==> config.mk <==
export PLATFORM = sky130hd
export DESIGN_NAME = u2_ctrl_top
export DESIGN_NICKNAME = d
export VERILOG_FILES = /design/src/hw/u2_ctrl_pkg.sv /design/src/hw/setting_bank.sv /design/src/hw/irq_controller.sv /design/src/hw/front_panel_status.sv /design/src/hw/u2_ctrl_top.sv
export VERILOG_INCLUDE_DIRS = /design/src /design/src/include
export SDC_FILE = /design/constraint.sdc
export NUM_CORES = 1
export LEC_CHECK = 0
export ABC_AREA = 1
export BUFFER_PORTS_ARGS = -buffer_cell sky130_fd_sc_hd__buf_2
export CAP_MARGIN = 10
export CORE_ASPECT_RATIO = 1.75
export CORE_MARGIN = 2
export CORE_UTILIZATION = 56
export CTS_CLUSTER_SIZE = 20
export DETAILED_ROUTE_END_ITERATION = 8
export GPL_TIMING_DRIVEN = 1
export MAX_ROUTING_LAYER = met4
export PLACE_DENSITY = 0.83
export SYNTH_ARGS = -nofsm -noshare
export SYNTH_HDL_FRONTEND = slang
export SYNTH_SLANG_ARGS = --single-unit
==> constraint.sdc <==
create_clock -name dsp_clk -period 1.5 [get_ports dsp_clk]
set_input_delay 0 -clock dsp_clk [delete_from_list [all_inputs] [get_ports dsp_clk]]
set_output_delay 0 -clock dsp_clk [all_outputs]
set_load 0.05 [all_outputs]
==> src/include/u2_ctrl_params.svh <==
// Control plane sizing for the board control core
// Bus widths, interrupt and LED counts, control word widths

`ifndef U2_CTRL_PARAMS_SVH
`define U2_CTRL_PARAMS_SVH

// Settings bus
`define SET_ADDR_W 8
`define SET_DATA_W 32

// Interrupt lines into the controller
`define IRQ_W 16

// Front panel
`define LED_W 8
`define RB_ADDR_W 4

// Board control words
`define CLK_CTRL_W 5
`define SER_CTRL_W 4
`define ADC_CTRL_W 4

`endif

==> src/hw/u2_ctrl_pkg.sv <==
// Shared types for the board control core
// Settings register map and readback word selects

`include "u2_ctrl_params.svh"

package u2_ctrl_pkg;

   // Settings bus register map
   typedef enum logic [`SET_ADDR_W-1:0] {
      SR_CLK       = 8'd0,
      SR_SER       = 8'd1,
      SR_ADC       = 8'd2,
      SR_LED       = 8'd3,
      SR_PHY       = 8'd4,
      SR_LED_SRC   = 8'd8,
      SR_IRQ_MASK  = 8'd9,
      SR_IRQ_CLEAR = 8'd10
   } set_addr_e;

   // Readback word selects
   // low selects mirror the settings map
   typedef enum logic [`RB_ADDR_W-1:0] {
      RB_CLK      = 4'd0,
      RB_SER      = 4'd1,
      RB_ADC      = 4'd2,
      RB_LED_SW   = 4'd3,
      RB_PHY      = 4'd4,
      RB_LED_SRC  = 4'd8,
      RB_IRQ_MASK = 4'd9,
      RB_IRQ_PEND = 4'd10,
      RB_SYS      = 4'd11
   } rb_addr_e;

endpackage

==> src/hw/setting_bank.sv <==
// Board control settings registers
// Loads clock, SERDES, ADC, PHY and LED control words from the settings bus

`timescale 1ns/1ns

`include "u2_ctrl_params.svh"

module setting_bank import u2_ctrl_pkg::*; (
   input  logic                   dsp_clk,
   input  logic                   arst_n_i,

   // Settings bus
   input  logic                   set_stb_i,
   input  logic [`SET_ADDR_W-1:0] set_addr_i,
   input  logic [`SET_DATA_W-1:0] set_data_i,

   // Control words
   output logic [`CLK_CTRL_W-1:0] clk_ctrl_o,
   output logic [`SER_CTRL_W-1:0] ser_ctrl_o,
   output logic [`ADC_CTRL_W-1:0] adc_ctrl_o,
   output logic                   phy_reset_o,
   output logic [`LED_W-1:0]      led_sw_o,
   output logic [`LED_W-1:0]      led_src_o
);

   ////////////////////////////////////////
   // Register writes
   ////////////////////////////////////////

   // One register per owned address
   // Each takes the low bits of the data word
   always_ff @(posedge dsp_clk or negedge arst_n_i) begin
      if (!arst_n_i) begin
         clk_ctrl_o  <= '0;
         ser_ctrl_o  <= '0;
         adc_ctrl_o  <= '0;
         phy_reset_o <= 1'b0;
         led_sw_o    <= '0;
         led_src_o   <= '0;
      end else if (set_stb_i) begin
         case (set_addr_i)
            SR_CLK: begin
               clk_ctrl_o <= set_data_i[`CLK_CTRL_W-1:0];
            end
            SR_SER: begin
               ser_ctrl_o <= set_data_i[`SER_CTRL_W-1:0];
            end
            SR_ADC: begin
               adc_ctrl_o <= set_data_i[`ADC_CTRL_W-1:0];
            end
            SR_LED: begin
               led_sw_o <= set_data_i[`LED_W-1:0];
            end
            SR_PHY: begin
               phy_reset_o <= set_data_i[0];
            end
            // Select bit 1 hands the LED to hardware
            SR_LED_SRC: begin
               led_src_o <= set_data_i[`LED_W-1:0];
            end
            // Interrupt and unmapped addresses belong elsewhere
            default: begin
            end
         endcase
      end
   end

   ////////////////////////////////////////
   // Checks
   ////////////////////////////////////////

   // A strobed write needs a resolved address
   a_set_addr_known: assert property (
      @(posedge dsp_clk) disable iff (!arst_n_i)
      set_stb_i |-> !$isunknown(set_addr_i)
   ) else $error("setting_bank: unknown settings address on strobe");

endmodule

==> src/hw/irq_controller.sv <==
// Interrupt controller
// Latches rising edges into pending bits and gates them by mask into one interrupt

`timescale 1ns/1ns

`include "u2_ctrl_params.svh"

module irq_controller import u2_ctrl_pkg::*; (
   input  logic                   dsp_clk,
   input  logic                   arst_n_i,

   // Settings bus
   input  logic                   set_stb_i,
   input  logic [`SET_ADDR_W-1:0] set_addr_i,
   input  logic [`SET_DATA_W-1:0] set_data_i,

   // Interrupt sources
   input  logic [`IRQ_W-1:0]      irq_i,

   output logic [`IRQ_W-1:0]      irq_mask_o,
   output logic [`IRQ_W-1:0]      irq_pend_o,
   output logic                   proc_int_o
);

   logic [`IRQ_W-1:0] irq_prev;
   logic [`IRQ_W-1:0] irq_rise;
   logic [`IRQ_W-1:0] clr_bits;
   logic [`IRQ_W-1:0] pend_kept;
   logic              mask_wr;

   // Edge detect against last sample
   assign irq_rise = irq_i & ~irq_prev;

   // Write one to clear
   assign clr_bits  = (set_stb_i && (set_addr_i == SR_IRQ_CLEAR)) ?
                      set_data_i[`IRQ_W-1:0] : '0;
   assign pend_kept = irq_pend_o & ~clr_bits;
   assign mask_wr   = set_stb_i && (set_addr_i == SR_IRQ_MASK);

   ////////////////////////////////////////
   // Pending, mask and interrupt
   ////////////////////////////////////////

   always_ff @(posedge dsp_clk or negedge arst_n_i) begin
      if (!arst_n_i) begin
         irq_prev   <= '0;
         irq_pend_o <= '0;
         irq_mask_o <= '0;
         proc_int_o <= 1'b0;
      end else begin
         irq_prev <= irq_i;
         // New edge wins over a clear of the same bit
         irq_pend_o <= pend_kept | irq_rise;
         if (mask_wr) begin
            irq_mask_o <= set_data_i[`IRQ_W-1:0];
         end
         // Clear takes effect here at once, new edges show a cycle later
         proc_int_o <= |(pend_kept & irq_mask_o);
      end
   end

   ////////////////////////////////////////
   // Checks
   ////////////////////////////////////////

   // Interrupt only follows an unmasked pending bit
   a_int_has_source: assert property (
      @(posedge dsp_clk) disable iff (!arst_n_i)
      proc_int_o |-> $past(|(irq_pend_o & irq_mask_o))
   ) else $error("irq_controller: interrupt without unmasked pending bit");

endmodule

==> src/hw/front_panel_status.sv <==
// Front panel status
// Merges software and hardware LEDs and serves the registered readback port

`timescale 1ns/1ns

`include "u2_ctrl_params.svh"

module front_panel_status import u2_ctrl_pkg::*; (
   input  logic                   dsp_clk,
   input  logic                   arst_n_i,

   // Settings register contents
   input  logic [`CLK_CTRL_W-1:0] clk_ctrl_i,
   input  logic [`SER_CTRL_W-1:0] ser_ctrl_i,
   input  logic [`ADC_CTRL_W-1:0] adc_ctrl_i,
   input  logic                   phy_reset_i,
   input  logic [`LED_W-1:0]      led_sw_i,
   input  logic [`LED_W-1:0]      led_src_i,

   // Interrupt state
   input  logic [`IRQ_W-1:0]      irq_mask_i,
   input  logic [`IRQ_W-1:0]      irq_pend_i,

   // Board status
   input  logic                   clk_status_i,
   input  logic                   serdes_link_up_i,
   input  logic                   sim_mode_i,
   input  logic [3:0]             clock_divider_i,

   input  logic [`RB_ADDR_W-1:0]  rb_addr_i,
   output logic [`LED_W-1:0]      leds_o,
   output logic [`SET_DATA_W-1:0] rb_data_o
);

   logic [1:0]        hw_stat_r;
   logic [`LED_W-1:0] led_hw;

   // Clock status on bit 1, link on bit 0
   assign led_hw = {{(`LED_W-2){1'b0}}, hw_stat_r};

   ////////////////////////////////////////
   // LED merge and readback
   ////////////////////////////////////////

   always_ff @(posedge dsp_clk or negedge arst_n_i) begin
      if (!arst_n_i) begin
         hw_stat_r <= '0;
         leds_o    <= '0;
         rb_data_o <= '0;
      end else begin
         hw_stat_r <= {clk_status_i, serdes_link_up_i};
         leds_o    <= (led_src_i & led_hw) | (~led_src_i & led_sw_i);
         case (rb_addr_i)
            RB_CLK:      rb_data_o <= `SET_DATA_W'(clk_ctrl_i);
            RB_SER:      rb_data_o <= `SET_DATA_W'(ser_ctrl_i);
            RB_ADC:      rb_data_o <= `SET_DATA_W'(adc_ctrl_i);
            RB_LED_SW:   rb_data_o <= `SET_DATA_W'(led_sw_i);
            RB_PHY:      rb_data_o <= `SET_DATA_W'(phy_reset_i);
            RB_LED_SRC:  rb_data_o <= `SET_DATA_W'(led_src_i);
            RB_IRQ_MASK: rb_data_o <= `SET_DATA_W'(irq_mask_i);
            RB_IRQ_PEND: rb_data_o <= `SET_DATA_W'(irq_pend_i);
            RB_SYS:      rb_data_o <= {sim_mode_i, 27'b0, clock_divider_i};
            default:     rb_data_o <= '0;
         endcase
      end
   end

   // Holes in the readback map read as zero
   a_rb_unlisted_zero: assert property (
      @(posedge dsp_clk) disable iff (!arst_n_i)
      !(rb_addr_i inside {RB_CLK, RB_SER, RB_ADC, RB_LED_SW, RB_PHY,
                          RB_LED_SRC, RB_IRQ_MASK, RB_IRQ_PEND, RB_SYS})
      |=> (rb_data_o == '0)
   ) else $error("front_panel_status: unlisted readback address gave data");

endmodule

==> src/hw/u2_ctrl_top.sv <==
// Board control plane top
// Settings registers, interrupt controller and status readback wired to the pins

`timescale 1ns/1ns

`include "u2_ctrl_params.svh"

module u2_ctrl_top import u2_ctrl_pkg::*; (
   input  logic                   dsp_clk,
   input  logic                   arst_n_i,
   input  logic                   set_stb_i,
   input  logic [`SET_ADDR_W-1:0] set_addr_i,
   input  logic [`SET_DATA_W-1:0] set_data_i,
   input  logic [`IRQ_W-1:0]      irq_i,
   input  logic                   clk_status_i,
   input  logic                   serdes_link_up_i,
   input  logic                   sim_mode_i,
   input  logic [3:0]             clock_divider_i,
   input  logic [`RB_ADDR_W-1:0]  rb_addr_i,

   // Clock generator
   output logic                   clock_ready_o,
   output logic [1:0]             clk_en_o,
   output logic [1:0]             clk_sel_o,

   // SERDES and ADC enables
   output logic                   ser_enable_o,
   output logic                   ser_prbsen_o,
   output logic                   ser_loopen_o,
   output logic                   ser_rx_en_o,
   output logic                   adc_oe_a_o,
   output logic                   adc_on_a_o,
   output logic                   adc_oe_b_o,
   output logic                   adc_on_b_o,

   output logic                   phy_resetn_o,
   output logic [`LED_W-1:0]      leds_o,
   output logic                   proc_int_o,
   output logic [`SET_DATA_W-1:0] rb_data_o
);

   logic [`CLK_CTRL_W-1:0] clk_ctrl;
   logic [`SER_CTRL_W-1:0] ser_ctrl;
   logic [`ADC_CTRL_W-1:0] adc_ctrl;
   logic                   phy_reset;
   logic [`LED_W-1:0]      led_sw;
   logic [`LED_W-1:0]      led_src;
   logic [`IRQ_W-1:0]      irq_mask;
   logic [`IRQ_W-1:0]      irq_pend;

   ////////////////////////////////////////
   // Pin mapping
   ////////////////////////////////////////

   assign {clock_ready_o, clk_en_o, clk_sel_o} = clk_ctrl;
   assign {ser_enable_o, ser_prbsen_o, ser_loopen_o, ser_rx_en_o} = ser_ctrl;
   assign {adc_oe_a_o, adc_on_a_o, adc_oe_b_o, adc_on_b_o} = adc_ctrl;
   // PHY runs while the register is clear
   assign phy_resetn_o = ~phy_reset;

   setting_bank i_setting_bank (
      .dsp_clk     (dsp_clk),
      .arst_n_i    (arst_n_i),
      .set_stb_i   (set_stb_i),
      .set_addr_i  (set_addr_i),
      .set_data_i  (set_data_i),
      .clk_ctrl_o  (clk_ctrl),
      .ser_ctrl_o  (ser_ctrl),
      .adc_ctrl_o  (adc_ctrl),
      .phy_reset_o (phy_reset),
      .led_sw_o    (led_sw),
      .led_src_o   (led_src)
   );

   irq_controller i_irq_controller (
      .dsp_clk    (dsp_clk),
      .arst_n_i   (arst_n_i),
      .set_stb_i  (set_stb_i),
      .set_addr_i (set_addr_i),
      .set_data_i (set_data_i),
      .irq_i      (irq_i),
      .irq_mask_o (irq_mask),
      .irq_pend_o (irq_pend),
      .proc_int_o (proc_int_o)
   );

   front_panel_status i_front_panel_status (
      .dsp_clk          (dsp_clk),
      .arst_n_i         (arst_n_i),
      .clk_ctrl_i       (clk_ctrl),
      .ser_ctrl_i       (ser_ctrl),
      .adc_ctrl_i       (adc_ctrl),
      .phy_reset_i      (phy_reset),
      .led_sw_i         (led_sw),
      .led_src_i        (led_src),
      .irq_mask_i       (irq_mask),
      .irq_pend_i       (irq_pend),
      .clk_status_i     (clk_status_i),
      .serdes_link_up_i (serdes_link_up_i),
      .sim_mode_i       (sim_mode_i),
      .clock_divider_i  (clock_divider_i),
      .rb_addr_i        (rb_addr_i),
      .leds_o           (leds_o),
      .rb_data_o        (rb_data_o)
   );

   // Clock word write reaches readback two cycles later
   a_clk_write_readback: assert property (
      @(posedge dsp_clk) disable iff (!arst_n_i)
      (set_stb_i && (set_addr_i == SR_CLK)) ##1 (rb_addr_i == RB_CLK)
      |=> (rb_data_o == `SET_DATA_W'($past(set_data_i[`CLK_CTRL_W-1:0], 2)))
   ) else $error("u2_ctrl_top: clock word readback mismatch");

endmodule

==> summary.txt, run 1 <==
Status
  • Status: complete, no violations

Floorplan
  • Top Ports: 125
  • Initial standard-cell utilization of the core: 57.7%
  • Height of the die: 121 um
  • Standard-cell rows: 42
  • Core region area: 7570 sq um
  • Horiz. Die Dim: 70.7 um
  • Die area: 8540 sq um

Critical path
  • Number of cells traversed by the worst register-to-register path: 4
  • Critical path endpoint category: flop
  • Setup crit start kind: input port
  • Data arrival at the endpoint of the critical path: 1640 ps
  • Worst setup slack for register-to-register paths: 410 ps
  • Origin of the critical flop-to-flop path: i_irq_controller.irq_pend_o[4]
  • Worst EP required: 1770 ps
  • Launching instance or port of the critical path: rb_addr_i[2]
  • Critical path type: input port to flop
  • Crit path to: i_front_panel_status.rb_data_o[1]
  • Maximum fanout along the worst path: 11
  • Endpoint of the worst register-to-register path: i_front_panel_status.rb_data_o[4]

Timing
  • Transition time at the pin with the least slew margin: 505 ps
  • Final critical-path share of the clock period: 91.6%
  • Final total negative setup slack: 0 ps
  • Final clock skew: 8.40 ps
  • Minimum hold slack: 8.69 ps
  • Relative slew slack: 66.2%
  • Final critical path time including I/O delays and setup: 1370 ps
  • Setup repair after global routing missed its margin: no
  • Final Hold Vio Count: 0
  • Peak clock frequency supported by timing: 728 MHz
  • Final Slew Violations: 0
  • Least setup slack across all paths after layout: 127 ps
  • Number of setup violations in the final report: 0

Power
  • Logic gate share of total power: 13.7%
  • Ratio of total power to cell area: 1070 nW/um^2
  • Power share of the clock group: 35.1%
  • Switching part of the total power: 26.4%
  • Cell internal power dissipation: 4.38 mW
  • Net Sw Power: 1.57 mW
  • Total design power: 5.95 mW
  • Max IR drop VDD: 0.000754 V
  • Static leakage: 2.95 nW
  • Register share of total power: 51.3%

Placement
  • Total instance count after detailed placement: 634
  • DP Worst Slack: 157 ps
  • Weighted congestion at the end of routability-driven global placement: 0.930
  • Port bufs: 93
  • Total cell area at the placement stage: 4970 sq um
  • DPL Wire Length: 7410 um

Drt
  • Number of iterations in the first detailed-routing pass: 7
  • Number of design-rule violations left by the first detailed-router iteration: 361
  • Wire length after detailed routing: 10,500 um
  • Routed via count divided by cell count: 5.40
  • Remaining design rule violation count: 0
  • Total via count after detailed routing: 3,677
  • DRT antenna net count: 0
  • Avg WL per Cell: 15.4 um

Clock network
  • Clock tree from TritonCTS: done
  • CTS H-tree depth: 3
  • CTS clock-pin slew for the worst setup and hold paths: 60 ps
  • Total clock buffers created by CTS: 9
  • CTS root buffer: clkbuf_16
  • Resize count post-CTS: 0
  • CTS hold repair buffers: 34
  • Clock net sink count: 106
  • Source-to-sink clock delay at the later pin of the worst-skew pair: 340 ps
  • Buffers inserted during post-CTS setup optimization: 0
  • Clock Tree Buf Depth: 2

Cells and area
  • Area Overhead vs Synth: 27.6%
  • Fraction of layout cells with a size suffix above 1: 22.4%
  • Fill cell total of the finished layout: 564
  • Number of diodes: 0
  • Area of all placed cells without fillers: 5570 sq um
  • Total number of nets in the final design: 661
  • Non-Filler Instances: 681
  • Share of the core filled with cells: 73.5%

Synth
  • Synthesized instance count: 449
  • Avg Cell Area, Syn: 9.72 sq um
  • Biggest area contributors in the synthesized netlist: dfrtp_1, nand2_1, nand3_1, o21ai_0, inv_1
  • Dominant cell type by area after synthesis: dfrtp_1
  • Netlist cell types: 27
  • Most frequent cell after synthesis: dfrtp_1
  • EDFF count, synth: 0
  • Yosys synthesis warning count: 0
  • Cell area after synthesis: 4360 sq um
  • FFs w/ async S/R, synth: 100%
  • Area fraction of the dominant cell type after synthesis: 60.8%
  • Post-synthesis register bit count: 106
  • Synth top cells by count: dfrtp_1, nand2_1, nand3_1
  • Sequential fraction of the synthesis area: 60.8%
  • Dominant register cell in the synthesized netlist: dfrtp_1

Hold path
  • Class of the tightest hold or removal check: input port to flop

GRT
  • GRT Overall Usage: 27.5%
  • Largest net degree at the start of global routing: 33
  • GR Overflow Total: 0
  • Vias in the first global route: 3,771
  • Number of antenna violations at the first check in global routing: 0
  • Wire length of the first global-routing pass: 17,500 um

Flow run
  • Number of maximum-capacitance constraint violations: 0
critical path: stages:
cell and delay (ps):
dlygate4sd3_1 530, buf_2 150, nor2_1 260, nand2_1 110, inv_2 220, nand2_1 110
o21ai_0 110, a21oi_1 70, nand4_1 80
cells by family (layout without fill, tap and decap cells):
group | count (synthesis) | in the layout | synth area share, %
flops | 106 | 106 | 60.8
compound gates | 77 | 77 | 10.1
buf+inv | 74 | 204 | 8.12
other cells | 1 | 15 | 0.0860
mux | 9 | 9 | 2.67
simple gates | 182 | 182 | 18.2
how the worst min path moves through the flow:
stage	from	endpoint	slack [ps]	depth (start not counted)
after floorplan	arst_n_i	i_front_panel_status.hw_stat_r[0]	-300	0
after global placement	arst_n_i	i_setting_bank.ser_ctrl_o[2]	-60	1
after detailed placement	arst_n_i	i_front_panel_status.rb_data_o[31]	-50	1
after CTS	set_addr_i[2]	i_setting_bank.phy_reset_o	4	3
after global routing	set_addr_i[2]	i_setting_bank.phy_reset_o	20	3
final	set_addr_i[2]	i_setting_bank.phy_reset_o	9	3
sequential cells by signal (all words and copies together) (netlist names), 4 cells and up:
name	count
i_front_panel_status.rb_data_o	17
i_irq_controller.irq_mask_o	16
i_irq_controller.irq_pend_o	16
i_irq_controller.irq_prev	16
i_front_panel_status.leds_o	8
i_setting_bank.led_src_o	8
i_setting_bank.led_sw_o	8
i_setting_bank.clk_ctrl_o	5
i_setting_bank.adc_ctrl_o	4
i_setting_bank.ser_ctrl_o	4
layout make-up:
| cell class | count | area [sq um] | share of cell area (%) |
|---|---|---|---|
| flip-flops and latches | 106 | 2650 | 47.7 |
| multi-input cells | 283 | 1410 | 25.3 |
| repair buffers | 140 | 943 | 17.0 |
| clock buffers | 11 | 243 | 4.36 |
| inverters | 51 | 191 | 3.44 |
| well taps | 88 | 110 | 1.98 |
| clock inverters | 2 | 16.3 | 0.292 |
layout by cell type, fill, tap and decap left out:
| cell | n |
|---|---|
| inv_2 | 6 |
| inv_1 | 44 |
| mux2_1 | 4 |
| clkbuf_1 | 1 |
| o21ai_0 | 36 |
| nand2_1 | 101 |
| nor2_2 | 1 |
| nor2_4 | 1 |
| and3_1 | 1 |
| clkinv_4 | 1 |
| a221oi_1 | 3 |
| a22o_1 | 8 |
| nor3_2 | 1 |
| mux2_4 | 4 |
| nor2_1 | 20 |
| clkbuf_8 | 1 |
| clkinv_1 | 1 |
| nand3_1 | 49 |
| clkbuf_16 | 9 |
| buf_4 | 11 |
| clkinvlp_4 | 1 |
| buf_12 | 3 |
| a21oi_1 | 6 |
| nand4_1 | 7 |
| mux2_2 | 1 |
| o21ai_1 | 20 |
| dlygate4sd3_1 | 34 |
| nand3_4 | 1 |
| dfrtp_1 | 106 |
| buf_2 | 92 |
| o2111ai_1 | 4 |
| conb_1 | 15 |
power by group through the flow:
stage,registers (mW),logic (mW),clock network (mW)
after floorplan,3.27,0.297,0
after global placement,3.09,0.724,0
after detailed placement,3.10,0.742,0
after CTS,3.05,0.814,2.13
after global routing,3.06,0.881,2.24
final,3.05,0.813,2.09
layer usage:
layer | vias up | global-route usage [%] | share of wire (%)
met2 | 157 | 46.1 | 53
met3 | 37 | 4.25 | 5.2
met4 | 0 | 15.7 | 4.2
li1 | 1736 | - | -
met1 | 1747 | 31.0 | 38
met5 | - | - | 0
Note: power is estimated with default switching activity, not from simulation.
==> run 2, diff against run 1 <==
--- a/config.mk
+++ b/config.mk
@@ -9,7 +9,7 @@
 export ABC_AREA = 1
 export BUFFER_PORTS_ARGS = -buffer_cell sky130_fd_sc_hd__buf_2
 export CAP_MARGIN = 10
-export CORE_ASPECT_RATIO = 1.75
+export CORE_ASPECT_RATIO = 1.1
 export CORE_MARGIN = 2
 export CORE_UTILIZATION = 56
 export CTS_CLUSTER_SIZE = 20
@@ -17,6 +17,7 @@
 export GPL_TIMING_DRIVEN = 1
 export MAX_ROUTING_LAYER = met4
 export PLACE_DENSITY = 0.83
+export SLEW_MARGIN = 20
 export SYNTH_ARGS = -nofsm -noshare
 export SYNTH_HDL_FRONTEND = slang
 export SYNTH_SLANG_ARGS = --single-unit
==> constraint.sdc (replaced) <==
create_clock -name dsp_clk -period 1.5 [get_ports dsp_clk]
set_input_delay 0 -clock dsp_clk [delete_from_list [all_inputs] [get_ports dsp_clk]]
set_output_delay 0 -clock dsp_clk [all_outputs]
set_load 0.1 [all_outputs]
==> summary.txt, run 2 (synthesis gave the netlist of run 1 again) <==
GRT
  • Wire length of the first global-routing pass: 17,300 um (-1.0%)
  • Vias in the first global route: 3,676 (-2.5%)
  • GRT Overall Usage: 28.0% (+0.45 points)
  • Largest net degree at the start of global routing: 41 (+24%)
  • GR Overflow Total: 0 (unchanged)
  • Number of antenna violations at the first check in global routing: 0 (unchanged)

Timing
  • Peak clock frequency supported by timing: 723 MHz (-0.76%)
  • Number of setup violations in the final report: 0 (unchanged)
  • Final Slew Violations: 0 (unchanged)
  • Relative slew slack: 61.7% (-4.5 points)
  • Final clock skew: 19.1 ps (+10.7 ps)
  • Final critical-path share of the clock period: 92.3% (+0.70 points)
  • Final critical path time including I/O delays and setup: 1380 ps (+10.5 ps)
  • Setup repair after global routing missed its margin: no
  • Least setup slack across all paths after layout: 116 ps (-10.5 ps)
  • Final Hold Vio Count: 0 (unchanged)
  • Transition time at the pin with the least slew margin: 573 ps (+67.7 ps)
  • Final total negative setup slack: 0 ps (unchanged)

Cells and area
  • Number of flip-flops under the largest register name: 17 (unchanged)
  • Non-Filler Instances: 700 (+2.8%)
  • Fraction of layout cells with a size suffix above 1: 22.4% (-0.075 points)
  • Most common cell after layout, fill and taps aside: dfrtp_1
  • Area Overhead vs Synth: 27.6% (about the same)
  • Total number of nets in the final design: 661 (unchanged)
  • Fill cell total of the finished layout: 541 (-4.1%)
  • Most used cells in the layout excluding fill and tap cells: dfrtp_1, nand2_1, buf_2
  • Number of diodes: 0 (unchanged)
  • Share of the core filled with cells: 74.1% (+0.53 points)
  • Largest register by flop count: i_front_panel_status.rb_data_o

Critical path
  • Biggest cell delay along the critical path: 560 ps (+30 ps)
  • Setup crit start kind: input port
  • Critical-path top delay cell: dlygate4sd3_1
  • Origin of the critical flop-to-flop path: i_irq_controller.irq_pend_o[2]
  • List of cells traversed by the critical path: dlygate4sd3_1 -> buf_2 -> nor2_2 -> nand2_1 -> inv_2 -> buf_4 -> a22o_1
  • Maximum fanout along the worst path: 11 (unchanged)
  • Critical path endpoint category: flop
  • Launching instance or port of the critical path: rb_addr_i[2]
  • Worst EP required: 1790 ps (+20 ps)
  • Critical path type: input port to flop
  • Data arrival at the endpoint of the critical path: 1670 ps (+30 ps)

Drt
  • Routed via count divided by cell count: 5.42 (+0.43%)
  • Number of design-rule violations left by the first detailed-router iteration: 372 (+3.0%)
  • Number of iterations in the first detailed-routing pass: 6 (-1)
  • Total via count after detailed routing: 3,796 (+3.2%)
  • Remaining design rule violation count: 0 (unchanged)
  • Wire length after detailed routing: 11,200 um (+6.1%)
  • Avg WL per Cell: 15.9 um (+3.2%)
  • DRT antenna net count: 0 (unchanged)

Clock network
  • Clock Tree Buf Depth: 2 (unchanged)
  • CTS H-tree depth: 3 (unchanged)
  • CTS clock-pin slew for the worst setup and hold paths: 90 ps (+30 ps)
  • Source-to-sink clock delay at the later pin of the worst-skew pair: 360 ps (+20 ps)
  • CTS root buffer: clkbuf_8
  • Total clock buffers created by CTS: 9 (unchanged)
  • Clock net sink count: 106 (unchanged)
  • Buffers inserted during post-CTS setup optimization: 0 (unchanged)
  • Clock tree from TritonCTS: done

Power
  • Total design power: 6.10 mW (+2.6%)
  • Max IR drop VDD: 0.000943 V (+25%)
  • Static leakage: 2.94 nW (-0.34%)
  • Ratio of total power to cell area: 1100 nW/um^2 (+2.6%)

Hold path
  • Class of the tightest hold or removal check: input port to flop
  • Startpoint of the lowest-slack hold path: rb_addr_i[1]

Placement
  • DP Worst Slack: 45.9 ps (-111 ps)
  • DPL Wire Length: 7310 um (-1.4%)
  • Port bufs: 93 (unchanged)
  • Weighted congestion at the end of routability-driven global placement: 0.872 (-6.2%)
  • Total instance count after detailed placement: 649 (+2.4%)

Floorplan
  • Top Ports: 125 (unchanged)
  • Height of the die: 96.6 um (-20%)
  • Core region area: 7510 sq um (-0.69%)
  • Standard-cell rows: 33 (-21%)
  • Die area: 8510 sq um (-0.32%)
  • Initial standard-cell utilization of the core: 58.1% (+0.40 points)
  • Horiz. Die Dim: 88.2 um (+25%)

Flow run
  • Number of maximum-capacitance constraint violations: 0 (unchanged)

Status
  • Status: complete, no violations
-- run 2: cell types whose count changed in the layout (fill, tap and decap cells not counted) --
cell / delta
clkinvlp_4: -1
dlygate4sd3_1: +2
clkbuf_1: +1
clkbuf_8: +10
buf_4: -3
nor2_2: +1
buf_12: +1
nor2_1: -1
bufinv_16: +2
clkinv_4: -1
clkbuf_16: -9
-- run 2: area by class of cell --
class                   instances  area, sq um  area share (%)
flip-flops and latches        106         2650            47.7
repair buffers                140          961            17.3
inverters                      51          191            3.44
clock inverters                 2         60.1            1.08
multi-input cells             283         1410            25.4
clock buffers                  13          159            2.85
well taps                     105          131            2.36
-- run 2: worst max-delay path, delay by kind of cell --
family / cells / cell delay [ps]
AO/OA/AOI/OAI: 1 / 150
buffers and inverters: 4 / 1140
AND/OR/NAND/NOR: 2 / 360
-- run 2: metal layers --
metal,wire (um),vias to the layer above,global-route usage (%)
met5,0,-,-
met4,495,0,15.7
met3,836,48,5.18
met2,5610,230,45.1
met1,4220,1787,33.3
li1,-,1731,-
-- run 2: metrics by stage --
step | cell area, sq um | hold slack, ps
2_1_floorplan | 4420 | -296
3_3_place_gp | 4980 | 14.4
3_5_place_dp | 4980 | 17.3
4_1_cts | 5560 | 0.446
5_1_grt | 5570 | 22.8
6_report | 5570 | 20.4
-- run 2: report_power, final --
group | switching, mW | internal (mW)
sequential | 0.0693 | 2.97
combinational | 0.859 | 0.257
clock | 0.916 | 1.03
-- run 2: path summary, 6_finish.rpt --
| path | cells past startpoint | slack (ps) | to |
|---|---|---|---|
| max | 7 | 120 | i_front_panel_status.rb_data_o[10] |
| max in group asynchronous | 3 | 790 | i_setting_bank.led_sw_o[1] |
| min | 4 | 20 | i_front_panel_status.rb_data_o[0] |
| min reg2reg | 1 | 430 | i_irq_controller.irq_pend_o[2] |
| min in group asynchronous | 2 | 160 | i_irq_controller.irq_prev[0] |
| max reg2reg | 4 | 390 | i_front_panel_status.rb_data_o[2] |
-- run 2: what timing repair did --
action,CTS,global route
hold buffers,36,0
hold endpoints to repair,95,0
setup endpoints to repair,0,11
gates resized for setup,0,1
==> run 3, diff against run 2 <==
--- a/config.mk
+++ b/config.mk
@@ -11,12 +11,11 @@
 export CAP_MARGIN = 10
 export CORE_ASPECT_RATIO = 1.1
 export CORE_MARGIN = 2
-export CORE_UTILIZATION = 56
+export CORE_UTILIZATION = 25
 export CTS_CLUSTER_SIZE = 20
 export DETAILED_ROUTE_END_ITERATION = 8
 export GPL_TIMING_DRIVEN = 1
-export MAX_ROUTING_LAYER = met4
-export PLACE_DENSITY = 0.83
+export PLACE_DENSITY = 0.42
 export SLEW_MARGIN = 20
 export SYNTH_ARGS = -nofsm -noshare
 export SYNTH_HDL_FRONTEND = slang
==> summary.txt, run 3 (synthesis gave the netlist of run 1 again) <==
Drt
  • Number of design-rule violations left by the first detailed-router iteration: 192 (-48%)
  • Avg WL per Cell: 14.5 um (-9.1%)
  • Routed via count divided by cell count: 4.23 (-22%)
  • Remaining design rule violation count: 0 (unchanged)
  • Number of iterations in the first detailed-routing pass: 4 (-2)
  • DRT antenna net count: 0 (unchanged)
  • Wire length after detailed routing: 12,100 um (+8.5%)
  • Total via count after detailed routing: 3,534 (-6.9%)

Placement
  • Total instance count after detailed placement: 783 (+21%)
  • Weighted congestion at the end of routability-driven global placement: 0.824 (-5.5%)
  • Port bufs: 93 (unchanged)
  • DPL Wire Length: 9020 um (+24%)

Critical path
  • Worst EP required: 1790 ps (about the same)
  • Critical path endpoint category: flop
  • Critical path type: input port to flop
  • Setup crit start kind: input port
  • Critical-path top delay cell: dlygate4sd3_1
  • Biggest cell delay along the critical path: 530 ps (-30 ps)
  • Data arrival at the endpoint of the critical path: 1690 ps (+20 ps)
  • Maximum fanout along the worst path: 9 (-2)
  • Cell family with the largest share of critical-path delay: buffers and inverters
  • List of cells traversed by the critical path: dlygate4sd3_1 -> buf_2 -> nor2_1 -> nand2_1 -> inv_2 -> buf_4 -> a22o_1
  • Total buffers and inverters traversed by the critical path: 4 (unchanged)

Power
  • Static leakage: 2.99 nW (+1.7%)
  • Cell internal power dissipation: 4.56 mW (+7.0%)
  • Total design power: 6.51 mW (+6.6%)
  • Switching part of the total power: 30.0% (-0.25 points)
  • Power share of the clock group: 36.2% (+4.4 points)
  • Ratio of total power to cell area: 1120 nW/um^2 (+1.9%)
  • Logic gate share of total power: 17.1% (-1.2 points)
  • Register share of total power: 46.8% (-3.1 points)
  • Max IR drop VDD: 0.000459 V (-51%)
  • Net Sw Power: 1.95 mW (+5.8%)

Clock network
  • Clock tree from TritonCTS: done
  • CTS H-tree depth: 3 (unchanged)
  • CTS clock-pin slew for the worst setup and hold paths: 70 ps (-20 ps)
  • Source-to-sink clock delay at the later pin of the worst-skew pair: 350 ps (about the same)
  • CTS root buffer: clkbuf_16
  • Clock net sink count: 106 (unchanged)
  • Clock Tree Buf Depth: 2 (unchanged)
  • Buffers inserted during post-CTS setup optimization: 0 (unchanged)
  • Total clock buffers created by CTS: 9 (unchanged)

GRT
  • GRT Overall Usage: 13.9% (-14 points)
  • Wire length of the first global-routing pass: 19,300 um (+12%)
  • Number of antenna violations at the first check in global routing: 0 (unchanged)
  • Largest net degree at the start of global routing: 47 (+15%)
  • Vias in the first global route: 3,558 (-3.2%)
  • GR Overflow Total: 0 (unchanged)

Cells and area
  • Most common cell after layout, fill and taps aside: dfrtp_1
  • Sequential cell area: 2650 sq um (unchanged)
  • Most used cells in the layout excluding fill and tap cells: dfrtp_1, nand2_1, buf_2
  • Total number of nets in the final design: 667 (+0.91%)
  • Fill cell total of the finished layout: 1,803 (+230%)
  • Area of combinational cells with multiple inputs: 1410 sq um (-0.18%)
  • Largest register by flop count: i_front_panel_status.rb_data_o
  • Non-Filler Instances: 835 (+19%)
  • Number of diodes: 0 (unchanged)
  • Area Overhead vs Synth: 33.6%
  • Fraction of layout cells with a size suffix above 1: 22.8% (+0.44 points)
  • Number of flip-flops under the largest register name: 17 (unchanged)

Floorplan
  • Top Ports: 125 (unchanged)
  • Standard-cell rows: 50 (+52%)
  • Horiz. Die Dim: 130 um (+47%)
  • Die area: 18,500 sq um (+120%)
  • Initial standard-cell utilization of the core: 25.5% (-33 points)
  • Core region area: 17,100 sq um (+130%)
  • Height of the die: 143 um (+48%)

Timing
  • Final critical path time including I/O delays and setup: 1400 ps (+20.7 ps)
  • Final critical-path share of the clock period: 93.6% (+1.4 points)
  • Final clock skew: 4.25 ps (-14.9 ps)
  • Relative slew slack: 64.8% (+3.1 points)
  • Transition time at the pin with the least slew margin: 527 ps (-45.7 ps)
  • Number of setup violations in the final report: 0 (unchanged)
  • Setup repair after global routing missed its margin: no
  • Final Slew Violations: 0 (unchanged)
  • Peak clock frequency supported by timing: 712 MHz (-1.5%)
  • Final Hold Vio Count: 0 (unchanged)
  • Final total negative setup slack: 0 ps (unchanged)

Hold path
  • Class of the tightest hold or removal check: input port to flop

Status
  • Status: complete, no violations

Flow run
  • Number of maximum-capacitance constraint violations: 0 (unchanged)
run 3: tightest hold or removal path, stage by stage:
cell     delay [ps]
buf_2           120
nand4_1         130
a21oi_1          70
run 3: per-stage QoR:
step	worst slack (ps)	utilization [%]	hold slack [ps]	area, sq um
floorplan	96.9	-	-296	4420
global placement	105	30.3	12.9	5170
detailed placement	61.4	30.3	16.8	5170
CTS	83.8	34.1	3.45	5830
global route	11.8	34.1	6.99	5830
finish	95.5	34.1	8.22	5830
run 3: cell type report:
cell class	instances	share of cell area, %
flip-flops and latches	106	45.5
multi-input cells	283	24.2
repair buffers	146	17.1
well taps	234	5.02
clock buffers	12	4.23
inverters	51	3.28
clock inverters	3	0.687
run 3: power by group through the flow:
stage	combinational [mW]	sequential [mW]	clock (mW)
finish	1.11	3.04	2.35
global placement	1.05	3.09	0
detailed placement	1.05	3.10	0
floorplan	0.383	3.47	0
CTS	1.13	3.04	2.43
global route	1.20	3.06	2.54
run 3: path summary, 6_finish.rpt:
check	endpoint	start	cells after the start	slack, ps
worst max-delay path	i_front_panel_status.rb_data_o[8]	rb_addr_i[2]	7	100
max in group asynchronous	i_front_panel_status.rb_data_o[31]	arst_n_i	3	690
worst max register to register	i_front_panel_status.rb_data_o[0]	i_setting_bank.phy_reset_o	3	300
min in group asynchronous	i_irq_controller.irq_prev[14]	arst_n_i	2	160
worst min register to register	i_irq_controller.irq_pend_o[2]	i_irq_controller.irq_prev[2]	1	430
worst min-delay path	i_setting_bank.phy_reset_o	set_addr_i[2]	3	8
run 3: metal layers:
layer | global-route usage (%) | vias to the layer above | share of wire [%]
met2 | 21.9 | 93 | 47
met4 | 6.62 | 0 | 2.6
li1 | - | 1744 | -
met3 | 2.86 | 19 | 4.2
met1 | 18.3 | 1678 | 46
met5 | 0 | - | 0
run 3: timing repair:
action | CTS | global route
hold buffers | 37 | 0
gates resized for setup | 0 | 0
hold endpoints to repair | 92 | 0
